<file path="src/cce_pkg.sv">
// Widths, data types, opcode and mode encodings, and configuration address map of the CCE
`default_nettype none

package cce_pkg;

  localparam int PADDR_WIDTH    = 16;
  localparam int WORD_WIDTH     = 16;
  localparam int LCE_ID_WIDTH   = 2;
  localparam int NUM_GPR        = 4;
  localparam int GPR_SEL_WIDTH  = $clog2(NUM_GPR);
  localparam int INST_RAM_ELS   = 32;
  localparam int INST_ADDR_WIDTH = $clog2(INST_RAM_ELS);
  localparam int INST_WIDTH     = 20;
  localparam int IMM_WIDTH      = 10;
  localparam int CFG_ADDR_WIDTH = 6;
  localparam int CFG_DATA_WIDTH = 20;

  // Instruction field positions, opcode on top and imm at the bottom
  localparam int INST_OP_LSB = 16;
  localparam int INST_RD_LSB = 14;
  localparam int INST_RA_LSB = 12;
  localparam int INST_RB_LSB = 10;

  typedef logic [PADDR_WIDTH-1:0]     paddr_t;
  typedef logic [WORD_WIDTH-1:0]      word_t;
  typedef logic [LCE_ID_WIDTH-1:0]    lce_id_t;
  typedef logic [GPR_SEL_WIDTH-1:0]   gpr_sel_t;
  typedef logic [INST_ADDR_WIDTH-1:0] inst_addr_t;
  typedef logic [INST_WIDTH-1:0]      inst_t;
  typedef logic [CFG_ADDR_WIDTH-1:0]  cfg_addr_t;
  typedef logic [CFG_DATA_WIDTH-1:0]  cfg_data_t;

  // Mode register lives just above the instruction RAM entries
  localparam cfg_addr_t CFG_MODE_ADDR = cfg_addr_t'(32);

  typedef enum logic {
    e_mode_uncached = 1'b0,
    e_mode_normal   = 1'b1
  } cce_mode_e;

  typedef enum logic [3:0] {
    e_op_nop      = 4'h0,
    e_op_add      = 4'h1,
    e_op_sub      = 4'h2,
    e_op_addi     = 4'h3,
    e_op_beq      = 4'h4,
    e_op_bi       = 4'h5,
    e_op_pop_req  = 4'h6,
    e_op_pop_mem  = 4'h7,
    e_op_send_mem = 4'h8,
    e_op_send_lce = 4'h9
  } cce_op_e;

endpackage

`default_nettype wire

</file>
<file path="src/cce_cfg.sv">
// Configuration decoder: instruction RAM write strobes and the mode register
`timescale 1ns/1ps
`default_nettype none

module cce_cfg
  import cce_pkg::*;
  (input  logic         clk_i
   , input  logic       arst_n_i

   , input  logic       cfg_w_v_i
   , input  cfg_addr_t  cfg_addr_i
   , input  cfg_data_t  cfg_data_i

   , output logic       ram_w_v_o
   , output inst_addr_t ram_w_addr_o
   , output inst_t      ram_w_data_o

   , output cce_mode_e  mode_o
  );

  cce_mode_e mode_q;
  logic      mode_w_v;

  // Low addresses map straight onto instruction RAM entries
  assign ram_w_v_o    = cfg_w_v_i && (cfg_addr_i < cfg_addr_t'(INST_RAM_ELS));
  assign ram_w_addr_o = cfg_addr_i[INST_ADDR_WIDTH-1:0];
  assign ram_w_data_o = cfg_data_i;

  assign mode_w_v = cfg_w_v_i && (cfg_addr_i == CFG_MODE_ADDR);

  always_ff @(posedge clk_i or negedge arst_n_i) begin
    if (!arst_n_i) begin
      mode_q <= e_mode_uncached;
    end else if (mode_w_v) begin
      mode_q <= cce_mode_e'(cfg_data_i[0]);
    end
  end

  assign mode_o = mode_q;

endmodule

`default_nettype wire

</file>
<file path="src/cce_exec.sv">
// Instruction decode, general register file, ALU and queue strobes for normal mode
`timescale 1ns/1ps
`default_nettype none

module cce_exec
  import cce_pkg::*;
  (input  logic         clk_i
   , input  logic       arst_n_i

   , input  inst_t      inst_i
   , input  logic       inst_v_i

   , output logic       stall_o
   , output logic       branch_v_o
   , output inst_addr_t branch_target_o

   // LCE request
   , input  paddr_t     lce_req_addr_i
   , input  lce_id_t    lce_req_lce_i
   , input  logic       lce_req_v_i
   , output logic       lce_req_yumi_o

   // LCE command
   , output lce_id_t    lce_cmd_lce_o
   , output paddr_t     lce_cmd_addr_o
   , output word_t      lce_cmd_data_o
   , output logic       lce_cmd_v_o
   , input  logic       lce_cmd_ready_i

   // Memory command
   , output paddr_t     mem_cmd_addr_o
   , output logic       mem_cmd_v_o
   , input  logic       mem_cmd_ready_i

   // Memory response
   , input  word_t      mem_resp_data_i
   , input  logic       mem_resp_v_i
   , output logic       mem_resp_yumi_o
  );

  cce_op_e                op;
  gpr_sel_t               rd;
  gpr_sel_t               ra;
  gpr_sel_t               rb;
  logic [IMM_WIDTH-1:0]   imm;

  word_t   gpr_q [NUM_GPR];
  lce_id_t lce_id_q;

  word_t   opd_a;
  word_t   opd_b;
  word_t   alu_sum;
  word_t   alu_diff;
  logic    alu_eq;

  logic    rd_w_v;
  word_t   rd_data;

  // Field extraction
  assign op  = cce_op_e'(inst_i[INST_OP_LSB +: $bits(cce_op_e)]);
  assign rd  = inst_i[INST_RD_LSB +: GPR_SEL_WIDTH];
  assign ra  = inst_i[INST_RA_LSB +: GPR_SEL_WIDTH];
  assign rb  = inst_i[INST_RB_LSB +: GPR_SEL_WIDTH];
  assign imm = inst_i[IMM_WIDTH-1:0];

  // addi shares the adder through operand b
  assign opd_a    = gpr_q[ra];
  assign opd_b    = (op == e_op_addi) ? word_t'(imm) : gpr_q[rb];
  assign alu_sum  = opd_a + opd_b;
  assign alu_diff = opd_a - opd_b;
  assign alu_eq   = (opd_a == opd_b);

  assign branch_target_o = imm[INST_ADDR_WIDTH-1:0];

  always_comb begin
    rd_w_v          = 1'b0;
    rd_data         = alu_sum;
    stall_o         = 1'b0;
    branch_v_o      = 1'b0;
    lce_req_yumi_o  = 1'b0;
    mem_resp_yumi_o = 1'b0;
    mem_cmd_v_o     = 1'b0;
    lce_cmd_v_o     = 1'b0;
    if (inst_v_i) begin
      case (op)
        e_op_add, e_op_addi: begin
          rd_w_v = 1'b1;
        end
        e_op_sub: begin
          rd_w_v  = 1'b1;
          rd_data = alu_diff;
        end
        e_op_beq: branch_v_o = alu_eq;
        e_op_bi:  branch_v_o = 1'b1;
        // Pops complete in the cycle their input is valid
        e_op_pop_req: begin
          lce_req_yumi_o = lce_req_v_i;
          stall_o        = ~lce_req_v_i;
          rd_w_v         = lce_req_v_i;
          rd_data        = word_t'(lce_req_addr_i);
        end
        e_op_pop_mem: begin
          mem_resp_yumi_o = mem_resp_v_i;
          stall_o         = ~mem_resp_v_i;
          rd_w_v          = mem_resp_v_i;
          rd_data         = mem_resp_data_i;
        end
        // Sends hold valid until the queue takes them
        e_op_send_mem: begin
          mem_cmd_v_o = 1'b1;
          stall_o     = ~mem_cmd_ready_i;
        end
        e_op_send_lce: begin
          lce_cmd_v_o = 1'b1;
          stall_o     = ~lce_cmd_ready_i;
        end
        default: begin
        end
      endcase
    end
  end

  assign mem_cmd_addr_o = paddr_t'(opd_a);
  assign lce_cmd_data_o = opd_a;
  assign lce_cmd_addr_o = paddr_t'(opd_b);
  assign lce_cmd_lce_o  = lce_id_q;

  always_ff @(posedge clk_i or negedge arst_n_i) begin
    if (!arst_n_i) begin
      for (int i = 0; i < NUM_GPR; i++) begin
        gpr_q[i] <= '0;
      end
      lce_id_q <= '0;
    end else begin
      if (rd_w_v) begin
        gpr_q[rd] <= rd_data;
      end
      // Requester is remembered for the reply
      if (lce_req_yumi_o) begin
        lce_id_q <= lce_req_lce_i;
      end
    end
  end

endmodule

`default_nettype wire

</file>
<file path="src/cce_pc.sv">
// Instruction RAM and program counter with stall and branch control
`timescale 1ns/1ps
`default_nettype none

module cce_pc
  import cce_pkg::*;
  (input  logic         clk_i
   , input  logic       arst_n_i

   , input  cce_mode_e  mode_i

   // Instruction RAM write port from configuration
   , input  logic       ram_w_v_i
   , input  inst_addr_t ram_w_addr_i
   , input  inst_t      ram_w_data_i

   // Flow control from execute
   , input  logic       stall_i
   , input  logic       branch_v_i
   , input  inst_addr_t branch_target_i

   , output inst_t      inst_o
   , output logic       inst_v_o
  );

  inst_t      inst_ram [INST_RAM_ELS];
  inst_addr_t pc_q;
  inst_addr_t pc_n;

  always_ff @(posedge clk_i) begin
    if (ram_w_v_i) begin
      inst_ram[ram_w_addr_i] <= ram_w_data_i;
    end
  end

  // Held at zero in uncached mode so normal mode always starts at the top
  always_comb begin
    if (mode_i == e_mode_uncached) begin
      pc_n = '0;
    end else if (stall_i) begin
      pc_n = pc_q;
    end else if (branch_v_i) begin
      pc_n = branch_target_i;
    end else begin
      pc_n = pc_q + inst_addr_t'(1);
    end
  end

  always_ff @(posedge clk_i or negedge arst_n_i) begin
    if (!arst_n_i) begin
      pc_q <= '0;
    end else begin
      pc_q <= pc_n;
    end
  end

  // Asynchronous read
  assign inst_o   = inst_ram[pc_q];
  assign inst_v_o = (mode_i == e_mode_normal);

endmodule

`default_nettype wire

</file>
<file path="src/cce_top.sv">
// CCE top level: configuration, PC, execute and uncached units with queue merging
`timescale 1ns/1ps
`default_nettype none

module cce_top
  import cce_pkg::*;
  (input  logic       clk_i
   , input  logic     arst_n_i

   , input  logic      cfg_w_v_i
   , input  cfg_addr_t cfg_addr_i
   , input  cfg_data_t cfg_data_i

   , input  paddr_t   lce_req_addr_i
   , input  lce_id_t  lce_req_lce_i
   , input  logic     lce_req_v_i
   , output logic     lce_req_yumi_o

   , input  word_t    mem_resp_data_i
   , input  logic     mem_resp_v_i
   , output logic     mem_resp_yumi_o

   , output paddr_t   mem_cmd_addr_o
   , output logic     mem_cmd_v_o
   , input  logic     mem_cmd_ready_i

   , output lce_id_t  lce_cmd_lce_o
   , output paddr_t   lce_cmd_addr_o
   , output word_t    lce_cmd_data_o
   , output logic     lce_cmd_v_o
   , input  logic     lce_cmd_ready_i
  );

  cce_mode_e  mode;
  logic       ram_w_v;
  inst_addr_t ram_w_addr;
  inst_t      ram_w_data;
  inst_t      inst;
  logic       inst_v;
  logic       stall;
  logic       branch_v;
  inst_addr_t branch_target;

  // Message unit outputs
  logic    lce_req_yumi_exec, lce_req_yumi_uc;
  logic    mem_resp_yumi_exec, mem_resp_yumi_uc;
  paddr_t  mem_cmd_addr_exec, mem_cmd_addr_uc;
  logic    mem_cmd_v_exec, mem_cmd_v_uc;
  lce_id_t lce_cmd_lce_exec, lce_cmd_lce_uc;
  paddr_t  lce_cmd_addr_exec, lce_cmd_addr_uc;
  word_t   lce_cmd_data_exec, lce_cmd_data_uc;
  logic    lce_cmd_v_exec, lce_cmd_v_uc;

  cce_cfg cfg
    (.clk_i(clk_i), .arst_n_i(arst_n_i)
     ,.cfg_w_v_i(cfg_w_v_i), .cfg_addr_i(cfg_addr_i), .cfg_data_i(cfg_data_i)
     ,.ram_w_v_o(ram_w_v), .ram_w_addr_o(ram_w_addr), .ram_w_data_o(ram_w_data)
     ,.mode_o(mode)
    );

  cce_pc pc
    (.clk_i(clk_i), .arst_n_i(arst_n_i), .mode_i(mode)
     ,.ram_w_v_i(ram_w_v), .ram_w_addr_i(ram_w_addr), .ram_w_data_i(ram_w_data)
     ,.stall_i(stall), .branch_v_i(branch_v), .branch_target_i(branch_target)
     ,.inst_o(inst), .inst_v_o(inst_v)
    );

  cce_exec exec
    (.clk_i(clk_i), .arst_n_i(arst_n_i), .inst_i(inst), .inst_v_i(inst_v)
     ,.stall_o(stall), .branch_v_o(branch_v), .branch_target_o(branch_target)
     ,.lce_req_addr_i(lce_req_addr_i), .lce_req_lce_i(lce_req_lce_i)
     ,.lce_req_v_i(lce_req_v_i), .lce_req_yumi_o(lce_req_yumi_exec)
     ,.lce_cmd_lce_o(lce_cmd_lce_exec), .lce_cmd_addr_o(lce_cmd_addr_exec)
     ,.lce_cmd_data_o(lce_cmd_data_exec), .lce_cmd_v_o(lce_cmd_v_exec)
     ,.lce_cmd_ready_i(lce_cmd_ready_i)
     ,.mem_cmd_addr_o(mem_cmd_addr_exec), .mem_cmd_v_o(mem_cmd_v_exec)
     ,.mem_cmd_ready_i(mem_cmd_ready_i)
     ,.mem_resp_data_i(mem_resp_data_i), .mem_resp_v_i(mem_resp_v_i)
     ,.mem_resp_yumi_o(mem_resp_yumi_exec)
    );

  cce_uncached uncached
    (.clk_i(clk_i), .arst_n_i(arst_n_i), .mode_i(mode)
     ,.lce_req_addr_i(lce_req_addr_i), .lce_req_lce_i(lce_req_lce_i)
     ,.lce_req_v_i(lce_req_v_i), .lce_req_yumi_o(lce_req_yumi_uc)
     ,.lce_cmd_lce_o(lce_cmd_lce_uc), .lce_cmd_addr_o(lce_cmd_addr_uc)
     ,.lce_cmd_data_o(lce_cmd_data_uc), .lce_cmd_v_o(lce_cmd_v_uc)
     ,.lce_cmd_ready_i(lce_cmd_ready_i)
     ,.mem_cmd_addr_o(mem_cmd_addr_uc), .mem_cmd_v_o(mem_cmd_v_uc)
     ,.mem_cmd_ready_i(mem_cmd_ready_i)
     ,.mem_resp_data_i(mem_resp_data_i), .mem_resp_v_i(mem_resp_v_i)
     ,.mem_resp_yumi_o(mem_resp_yumi_uc)
    );

  // Only one unit is ever active, so strobes simply OR together
  assign lce_req_yumi_o  = lce_req_yumi_exec | lce_req_yumi_uc;
  assign mem_resp_yumi_o = mem_resp_yumi_exec | mem_resp_yumi_uc;
  assign mem_cmd_v_o     = mem_cmd_v_exec | mem_cmd_v_uc;
  assign lce_cmd_v_o     = lce_cmd_v_exec | lce_cmd_v_uc;

  assign mem_cmd_addr_o = mem_cmd_v_exec ? mem_cmd_addr_exec : mem_cmd_addr_uc;
  assign lce_cmd_lce_o  = lce_cmd_v_exec ? lce_cmd_lce_exec  : lce_cmd_lce_uc;
  assign lce_cmd_addr_o = lce_cmd_v_exec ? lce_cmd_addr_exec : lce_cmd_addr_uc;
  assign lce_cmd_data_o = lce_cmd_v_exec ? lce_cmd_data_exec : lce_cmd_data_uc;

endmodule

`default_nettype wire

</file>
<file path="src/cce_uncached.sv">
// Uncached access FSM: LCE read to memory command, memory reply back to the LCE
`timescale 1ns/1ps
`default_nettype none

module cce_uncached
  import cce_pkg::*;
  (input  logic        clk_i
   , input  logic      arst_n_i

   , input  cce_mode_e mode_i

   , input  paddr_t    lce_req_addr_i
   , input  lce_id_t   lce_req_lce_i
   , input  logic      lce_req_v_i
   , output logic      lce_req_yumi_o

   , output lce_id_t   lce_cmd_lce_o
   , output paddr_t    lce_cmd_addr_o
   , output word_t     lce_cmd_data_o
   , output logic      lce_cmd_v_o
   , input  logic      lce_cmd_ready_i

   , output paddr_t    mem_cmd_addr_o
   , output logic      mem_cmd_v_o
   , input  logic      mem_cmd_ready_i

   , input  word_t     mem_resp_data_i
   , input  logic      mem_resp_v_i
   , output logic      mem_resp_yumi_o
  );

  typedef enum logic [1:0] {
    e_uc_ready,
    e_uc_send_mem_cmd,
    e_uc_wait_mem_resp,
    e_uc_send_lce_cmd
  } uc_state_e;

  uc_state_e state_q;
  uc_state_e state_n;
  logic      req_take;

  paddr_t    addr_q;
  lce_id_t   lce_q;
  word_t     data_q;

  assign req_take = (state_q == e_uc_ready) && (mode_i == e_mode_uncached) && lce_req_v_i;

  always_comb begin
    state_n         = state_q;
    mem_cmd_v_o     = 1'b0;
    mem_resp_yumi_o = 1'b0;
    lce_cmd_v_o     = 1'b0;
    case (state_q)
      e_uc_ready: begin
        if (req_take) state_n = e_uc_send_mem_cmd;
      end
      e_uc_send_mem_cmd: begin
        mem_cmd_v_o = 1'b1;
        if (mem_cmd_ready_i) state_n = e_uc_wait_mem_resp;
      end
      e_uc_wait_mem_resp: begin
        mem_resp_yumi_o = mem_resp_v_i;
        if (mem_resp_v_i) state_n = e_uc_send_lce_cmd;
      end
      e_uc_send_lce_cmd: begin
        lce_cmd_v_o = 1'b1;
        if (lce_cmd_ready_i) state_n = e_uc_ready;
      end
      default: state_n = e_uc_ready;
    endcase
  end

  always_ff @(posedge clk_i or negedge arst_n_i) begin
    if (!arst_n_i) begin
      state_q <= e_uc_ready;
    end else begin
      state_q <= state_n;
    end
  end

  // Captured request and reply stay put while the queues push back
  always_ff @(posedge clk_i) begin
    if (req_take) begin
      addr_q <= lce_req_addr_i;
      lce_q  <= lce_req_lce_i;
    end
    if (mem_resp_yumi_o) begin
      data_q <= mem_resp_data_i;
    end
  end

  assign lce_req_yumi_o = req_take;
  assign mem_cmd_addr_o = addr_q;
  assign lce_cmd_lce_o  = lce_q;
  assign lce_cmd_addr_o = addr_q;
  assign lce_cmd_data_o = data_q;

endmodule

`default_nettype wire

</file>
<file path="config.mk">
export PLATFORM = sky130hd
export DESIGN_NAME = cce_top
export DESIGN_NICKNAME = d
export VERILOG_FILES = /design/src/cce_pkg.sv /design/src/cce_cfg.sv /design/src/cce_exec.sv /design/src/cce_pc.sv /design/src/cce_top.sv /design/src/cce_uncached.sv
export SDC_FILE = /design/constraint.sdc
export NUM_CORES = 1
export LEC_CHECK = 0
export BUFFER_PORTS_ARGS = -buffer_cell sky130_fd_sc_hd__buf_4
export CORE_UTILIZATION = 30
export CTS_CLUSTER_DIAMETER = 120
export DETAILED_ROUTE_END_ITERATION = 10
export GPL_ROUTABILITY_DRIVEN = 0
export GPL_TIMING_DRIVEN = 0
export SLEW_MARGIN = 10
export SYNTH_ARGS = -nofsm -noshare
export SYNTH_HDL_FRONTEND = slang
export SYNTH_SLANG_ARGS = --single-unit
</file>
<file path="constraint.sdc">
create_clock -name clk_i -period 8.9 [get_ports clk_i]
set_input_delay 0 -clock clk_i [delete_from_list [all_inputs] [get_ports clk_i]]
set_output_delay 0 -clock clk_i [all_outputs]
set_load 0.05 [all_outputs]
</file>
* Word level (Yosys, flattened, before mapping) *
Memories as Yosys holds them, arrays and structs flattened.
Index checks and enable logic that the tools add are counted.

word-level totals
  register bits after elaboration = 108
  memories = 1
  ROM bits = 0
  memory bits (writable) = 640
  bits in latches = 0
  output and inout bits = 54

operators by class
  $lt $le $gt $ge = 5
  add/subtract/negate cells = 3
  div/mod/pow operators = 0
  shifts and indexed selects = 0
  equal/unequal tests = 19
  bitwise gates (word level) = 12
  reduce and logical (&&, ||, !) cells = 8
  multiply operators = 0
  mux-type cells = 43

memory list
  memory       words  bits a word  rd ports  clocked after Yosys merged registers in  wr ports  line          source
  pc.inst_ram  32     20           1         0                                        1         cce_pc.sv:26  inst_t inst_ram [INST_RAM_ELS];

operators with widths
  kind                 count
  $mux 16              10
  $bmux 16 s2          2
  $bwmux 64            1
  $pmux 16 s3          1
  $demux 16 s2         1
  $add 16x16->16       1
  $eq 16x16->1         1
  $eq 4x3->1 const B   4
  $mux 1               16
  $sub 16x16->16       1
  $mux 5               3
  $mux 2               5
  $ne 2x2->1 const B   5
  $ge 3x3->1 const B   3
  $not 2->3            3
  $eq 4x2->1 const B   2
  $eq 4x4->1 const B   2
  $pmux 2 s4           1
  $eq 6x6->1 const B   1
  $lt 6x6->1 const B   1
  $add 5x1->5 const B  1
  $logic_and 1x1->1    5
  $not 1->1            5
  $eq 2x2->1 const B   2
  other kinds (10)     13

* Depth between registers and ports, before layout *
An unclocked memory read counts as a cell.

  word-level depth = 12
  gate-level depth with buffers = 27
  mapped depth without buffers = 19

* Cells and area by module *
A second synthesis with hierarchy kept.

unflattened totals
  cell total of the unflattened synthesis = 1880
  area total of the unflattened synthesis = 32806.5 µm²

by module, submodules not included
  module        seq. area each (µm²)  instances  area an instance (µm²)  cells an instance
  cce_pc        19343.6               1          24667.4                 1135
  cce_exec      1651.6                1          5731.7                  586
  cce_uncached  1071.0                1          1337.5                  69
  cce_top       0.0                   1          824.5                   60
  cce_cfg       25.0                  1          245.2                   30

* Worst setup path before layout *
Ideal clock, no wire load.

  path kind = register to register
  start point = register pc.pc_q[0]
  end point = register exec.gpr_q[25] in the netlist's numbering
  arrival time = 6.111 ns
  cell stages (with the launch flop) = 23
  setup slack = 2.664 ns
  period minus slack after synthesis = 6.236 ns
  path through = dfrtp_1 buf_4 buf_4 buf_6 buf_2 buf_2 buf_2 buf_1 mux4_2 mux4_2 mux2_2 a21oi_1 inv_1 ha_1 a21o_1 a21oi_1 nand2b_1 o21ai_2 a31o_1 a211oi_2 nor4_1 or4b_4 mux2_4

on the way
  word-level cells in the longest chain between the ends = 10

ends and longest elaborated chain
  what                                                     line                            source
  start: declaration                                       cce_pc.sv:27                    inst_addr_t pc_q;
  start signal: assignment                                 cce_pc.sv:53                    pc_q <= pc_n;
  $mem_v2 32x20 *                                          --
  $not 2->3 (not written as such)                          cce_exec.sv:68                  assign opd_b = (op == e_op_addi) ? word_t'(imm) : gpr_q[rb];
  $bmux 16 s2                                              cce_exec.sv:68
  $mux 16 (not written as such) (2 in a row)               cce_exec.sv:68
  $mux 16                                                  cce_exec.sv:68
  $add 16x16->16 / $sub 16x16->16 (equally long branches)  cce_exec.sv:69, cce_exec.sv:70
  $pmux 16 s3                                              cce_exec.sv:85                  case (op)
  $mux 16                                                  cce_exec.sv:84                  if (inst_v_i) begin
  $bwmux 64                                                cce_exec.sv:136                 gpr_q[rd] <= rd_data;
  end signal: indexed assignment                           cce_exec.sv:136
  end: declaration                                         cce_exec.sv:47                  word_t gpr_q [NUM_GPR];

Every way passes the cells marked *; elsewhere a longest branch is shown, timed or not. The select of a mux whose other input is x is not followed.
A chain may end at the register's enable or synchronous reset.

* Worst setup path in the final report *
  start point = register pc.pc_q[0]
  end point = register exec.gpr_q[28] in the netlist's numbering

Same word-level chain as after synthesis.

==> impl_metrics.prom <==
# TYPE chip_impl_metric gauge
chip_impl_metric{name="io_pins",unit=""} 121
chip_impl_info{name="crit_chain",value="buf_4, buf_4, buf_6, buf_2, buf_2, buf_2, buf_1, mux4_2, mux4_2, mux2i_1, o21ai_0, ha_1, fa_1, a21oi_1, o31a_1, o211ai_1, a21o_1, and4_1, o32ai_1, mux2i_1"} 1
chip_impl_info{name="endpoint_kind",value="flip-flop"} 1
chip_impl_metric{name="pwr_density_cell",unit="mW/mm2"} 246
chip_impl_info{name="status",value="finished, final reports clean"} 1
chip_impl_metric{name="max_fo_critical_path",unit=""} 10
chip_impl_metric{name="grt-ovfl-total",unit=""} 0
chip_impl_metric{name="postCtsResizedCells",unit=""} 0
chip_impl_metric{name="n_antenna_cell",unit=""} 0
chip_impl_metric{name="detailroute.wirelength.met2",unit="um"} 44800
chip_impl_metric{name="ys_seq_elements",unit=""} 748
chip_impl_metric{name="finalSetupViolCount",unit=""} 0
chip_impl_metric{name="period_share",unit="%"} 89.2
chip_impl_metric{name="timing_hold_violations_final",unit=""} 0
chip_impl_metric{name="critPathArrivalTime",unit="ns"} 8.39
chip_impl_metric{name="synth_nets",unit=""} 1928
chip_impl_info{name="synth.area.top_cells",value="edfxtp_1, mux4_2, dfrtp_1, mux2_2, mux2i_1"} 1
chip_impl_metric{name="global_route.usage.total",unit="%"} 16.8
chip_impl_metric{name="ctsHtreeMaxLevel",unit=""} 3
chip_impl_metric{name="drtAntennaViolNets",unit=""} 0
chip_impl_metric{name="cts-root-to-sink-buffers",unit=""} 3
chip_impl_info{name="grt_setup_unrepaired",value="false"} 1
chip_impl_metric{name="nNetsFinal",unit=""} 2222
chip_impl_metric{name="synth_edf_count",unit=""} 674
chip_impl_metric{name="yosys.area.top_type_share",unit="%"} 62.0
chip_impl_metric{name="multiInputGateArea",unit="mm2"} 0.0101
chip_impl_metric{name="die_h",unit="um"} 332
chip_impl_metric{name="post_drt_wl_per_cell",unit="um"} 26.1
chip_impl_metric{name="power_leakage",unit="nW"} 12.9
chip_impl_metric{name="via_per_inst",unit=""} 5.30
chip_impl_metric{name="io_buffer_count",unit=""} 120
chip_impl_metric{name="cp_slowest_stage_delay",unit="ns"} 0.75
chip_impl_metric{name="placement_rows",unit=""} 120
chip_impl_metric{name="totalPowerFinal",unit="mW"} 9.67
chip_impl_info{name="cts_tree",value="done"} 1
chip_impl_info{name="cp_common_cell",value="buf_2"} 1
chip_impl_metric{name="routed-via-count",unit=""} 19000
chip_impl_info{name="worstSetupStartpoint",value="pc.pc_q[0]$_DFFE_PN0P_"} 1
chip_impl_metric{name="met1_length",unit="um"} 39400
chip_impl_metric{name="postSynth.asyncResetShare",unit="%"} 9.89
chip_impl_metric{name="grt_max_degree",unit=""} 75
chip_impl_metric{name="clock_sink_count",unit=""} 748
chip_impl_metric{name="share_of_final_layout_standard_cells_stronger_than_drive_strength_1",unit="%"} 29.7
chip_impl_metric{name="drv_cap",unit=""} 0
chip_impl_metric{name="post_synth_instance_area",unit="mm2"} 0.0326
chip_impl_metric{name="syn_inst",unit=""} 1827
chip_impl_metric{name="detail_route.first_pass.iterations",unit=""} 5
chip_impl_metric{name="clkLatencyLatePin",unit="ns"} 0.65
chip_impl_metric{name="skew",unit="ns"} 0.0531
chip_impl_metric{name="buffering_stage_count_on_the_worst_path_with_inverters_included",unit=""} 7
chip_impl_metric{name="maxSlewHeadroom",unit="%"} 15.2
chip_impl_info{name="timing.hold.worst.class",value="input port to flip-flop"} 1
chip_impl_info{name="hold_path.startpoint",value="cfg_addr_i[5]"} 1
chip_impl_metric{name="numCtsBuffers",unit=""} 76
chip_impl_info{name="yosys_most_used_dff",value="edfxtp_1"} 1
chip_impl_info{name="critical-path-top-delay-family",value="buffers and inverters"} 1
chip_impl_metric{name="route.detailed.drc",unit=""} 0
chip_impl_metric{name="synth.avg_cell_area",unit="um2"} 17.9
chip_impl_info{name="worst_setup_path_start_kind",value="flip-flop"} 1
chip_impl_info{name="cts_root_buffer",value="clkbuf_16"} 1
chip_impl_metric{name="num-fill-cells",unit=""} 9882
chip_impl_metric{name="timing.critical_path.depth",unit=""} 20
chip_impl_metric{name="synth_cell_types",unit=""} 82
chip_impl_info{name="timing.rr.start",value="pc.pc_q[0]$_DFFE_PN0P_"} 1
chip_impl_metric{name="wl",unit="um"} 93600
chip_impl_info{name="yosys.area.top_type",value="edfxtp_1"} 1
chip_impl_info{name="timing.hold.worst_endpoint",value="cfg.mode_o$_DFFE_PN0P_"} 1
chip_impl_metric{name="worst_hold_path.num_cells",unit=""} 3
chip_impl_metric{name="area_delta_synth_final",unit="%"} 20.7
chip_impl_metric{name="worst_setup_hold_path_clk_slew",unit="ns"} 0.06
chip_impl_metric{name="slew_at_the_pin_closest_to_its_max_slew_limit",unit="ns"} 1.24
chip_impl_metric{name="core-area",unit="mm2"} 0.108
chip_impl_metric{name="final_max_tran_viols",unit=""} 0
chip_impl_metric{name="vdd.ir_drop.worst",unit="V"} 0.000141
chip_impl_metric{name="initial_antenna_violation_count",unit=""} 2
chip_impl_metric{name="initial_util",unit="%"} 30.4
chip_impl_metric{name="summed_negative_setup_slack_over_all_endpoints",unit="ns"} 0
chip_impl_info{name="worst_path_max_delay_cell",value="buf_1"} 1
chip_impl_metric{name="fin_crit",unit="ns"} 7.94
chip_impl_metric{name="grt_pass1_vias",unit=""} 19600
chip_impl_metric{name="dr.first_iter.drc_count",unit=""} 2245
chip_impl_metric{name="place.detailed.hpwl",unit="um"} 63200
chip_impl_metric{name="die-area",unit="mm2"} 0.110
chip_impl_metric{name="routed-wl-met3",unit="um"} 6810
chip_impl_metric{name="synth-seq-area-share",unit="%"} 67.7
chip_impl_metric{name="worst-endpoint-required",unit="ns"} 9.35
chip_impl_metric{name="timing.fmax",unit="MHz"} 126
chip_impl_info{name="timing.rr.end",value="exec.gpr_q[28]$_DFFE_PN0P_"} 1
chip_impl_metric{name="hold_buffers",unit=""} 60
chip_impl_metric{name="yosysWarningCount",unit=""} 0
chip_impl_metric{name="cts.repair_timing.setup_buffer_count",unit=""} 0
chip_impl_metric{name="setup.reg_to_reg.worst_slack",unit="ns"} 0.96
chip_impl_metric{name="grt_first_pass_wirelength",unit="um"} 135000
chip_impl_metric{name="die_w",unit="um"} 332
chip_impl_info{name="routed.top_layer",value="met5"} 1
chip_impl_metric{name="register_area",unit="mm2"} 0.0221
chip_impl_info{name="worst_setup_path_type",value="flip-flop to flip-flop"} 1
chip_impl_metric{name="worstRegToRegCells",unit=""} 20
-- how the worst max path moves through the flow --
stage | slack (ns) | to
4_1_cts | 0.93 | exec.gpr_q[28]$_DFFE_PN0P_
6_report | 0.96 | exec.gpr_q[28]$_DFFE_PN0P_
2_1_floorplan | 2.66 | exec.gpr_q[25]$_DFFE_PN0P_
3_3_place_gp | 1.07 | exec.gpr_q[12]$_DFFE_PN0P_
3_5_place_dp | 0.99 | exec.gpr_q[60]$_DFFE_PN0P_
5_1_grt | 0.46 | exec.gpr_q[60]$_DFFE_PN0P_
-- worst register-to-register path: cells and delay by family, from the launching register on --
family | cells | cell delay (ns)
AOI/OAI and AO/OA | 6 | 2.03
adders and majority gates | 2 | 0.81
buffers and inverters | 7 | 2.59
DFF | 1 | 0.37
muxes | 4 | 1.77
and+or+nand+nor | 1 | 0.19
-- per-layer routing --
layer,vias to the layer above,global-route usage [%]
li1,7970,-
met1,9949,22.8
met2,912,27.3
met3,178,3.22
met4,4,5.09
met5,-,0
-- final cells by class --
cell class	count	share of cell area, %
Sequential cell	748	56.1
Multi-Input combinational cell	936	25.5
Timing Repair Buffer	216	5.78
Clock buffer	94	5.05
Tap cell	1403	4.46
Buffer	93	1.47
Clock inverter	45	1.14
Inverter	50	0.476
-- registers in the layout, indices dropped and copies added (netlist names) --
register and count:
uncached.lce_cmd_addr_o 16, pc.inst_ram 640, pc.pc_q 5, exec.gpr_q 64, exec.lce_cmd_lce_o 2, uncached.state_q 2, uncached.lce_cmd_data_o 16, uncached.lce_cmd_lce_o 2
cfg.mode_o 1
-- report_power, final --
group,internal [mW],switching [mW]
clock network,1.76,1.38
registers,3.99,0.0947
logic,0.939,1.52
-- stage by stage --
| step | util (%) | cells | hold WS, ns | worst slack, ns | area, um2 |
|---|---|---|---|---|---|
| after floorplan | - | 1827 | -0.296 | 2.66 | 32600 |
| after global placement | 32.8 | 3350 | 0.176 | 1.07 | 35300 |
| after detailed placement | 33.8 | 3386 | 0.191 | 0.991 | 36400 |
| after CTS | 36.6 | 3585 | 0.0336 | 0.933 | 39400 |
| after global routing | 36.6 | 3585 | 0.0671 | 0.460 | 39400 |
| final | 36.6 | 3585 | 0.0664 | 0.962 | 39400 |
-- placed cells by master (no fill, tap or decap), types with 7 or more instances in the layout --
master	synthesis	layout
buf_16	0	14
dfrtp_1	74	74
clkbuf_1	32	49
a211oi_1	13	13
buf_6	12	12
mux2i_1	115	115
nand3b_1	10	10
inv_1	50	50
clkinv_2	0	13
o21ai_0	37	37
mux2_2	110	110
clkbuf_16	0	77
edfxtp_1	674	674
buf_4	14	138
a21oi_1	56	56
clkinv_1	0	16
nand4_1	7	7
nor2_4	0	32
nand2_1	42	42
mux4_1	13	13
xnor2_1	7	7
buf_12	4	22
nor2_1	127	95
o211ai_1	11	11
o22ai_1	21	21
mux4_2	164	164
a21o_1	9	9
nor2b_1	10	10
buf_2	17	17
nor3_1	11	8
ha_1	32	32
buf_1	14	14
dlygate4sd3_1	0	60
nand3_1	18	18
-- synthesized netlist by cell type (all sizes together), types with 9 or more instances --
cell / n
a211oi: 14
a21o: 9
a21oi: 57
buf: 61
clkbuf: 32
dfrtp: 74
edfxtp: 674
ha: 32
inv: 50
mux2: 114
mux2i: 117
mux4: 177
nand2: 43
nand3: 19
nand3b: 10
nor2: 127
nor2b: 10
nor3: 11
o211ai: 11
o21ai: 39
o22ai: 21
-- cell families after synthesis --
| logic type | after synthesis | share of synthesized area, % |
|---|---|---|
| adders and majority gates | 34 | 1.35 |
| xor gates and xnor gates | 9 | 0.264 |
| DFF | 748 | 67.7 |
| muxes | 408 | 20.0 |
| AOI/OAI and AO/OA | 209 | 4.25 |
| buffers and inverters | 143 | 2.35 |
| and+or+nand+nor | 276 | 4.15 |
Note: power is estimated with default switching activity, not from simulation.
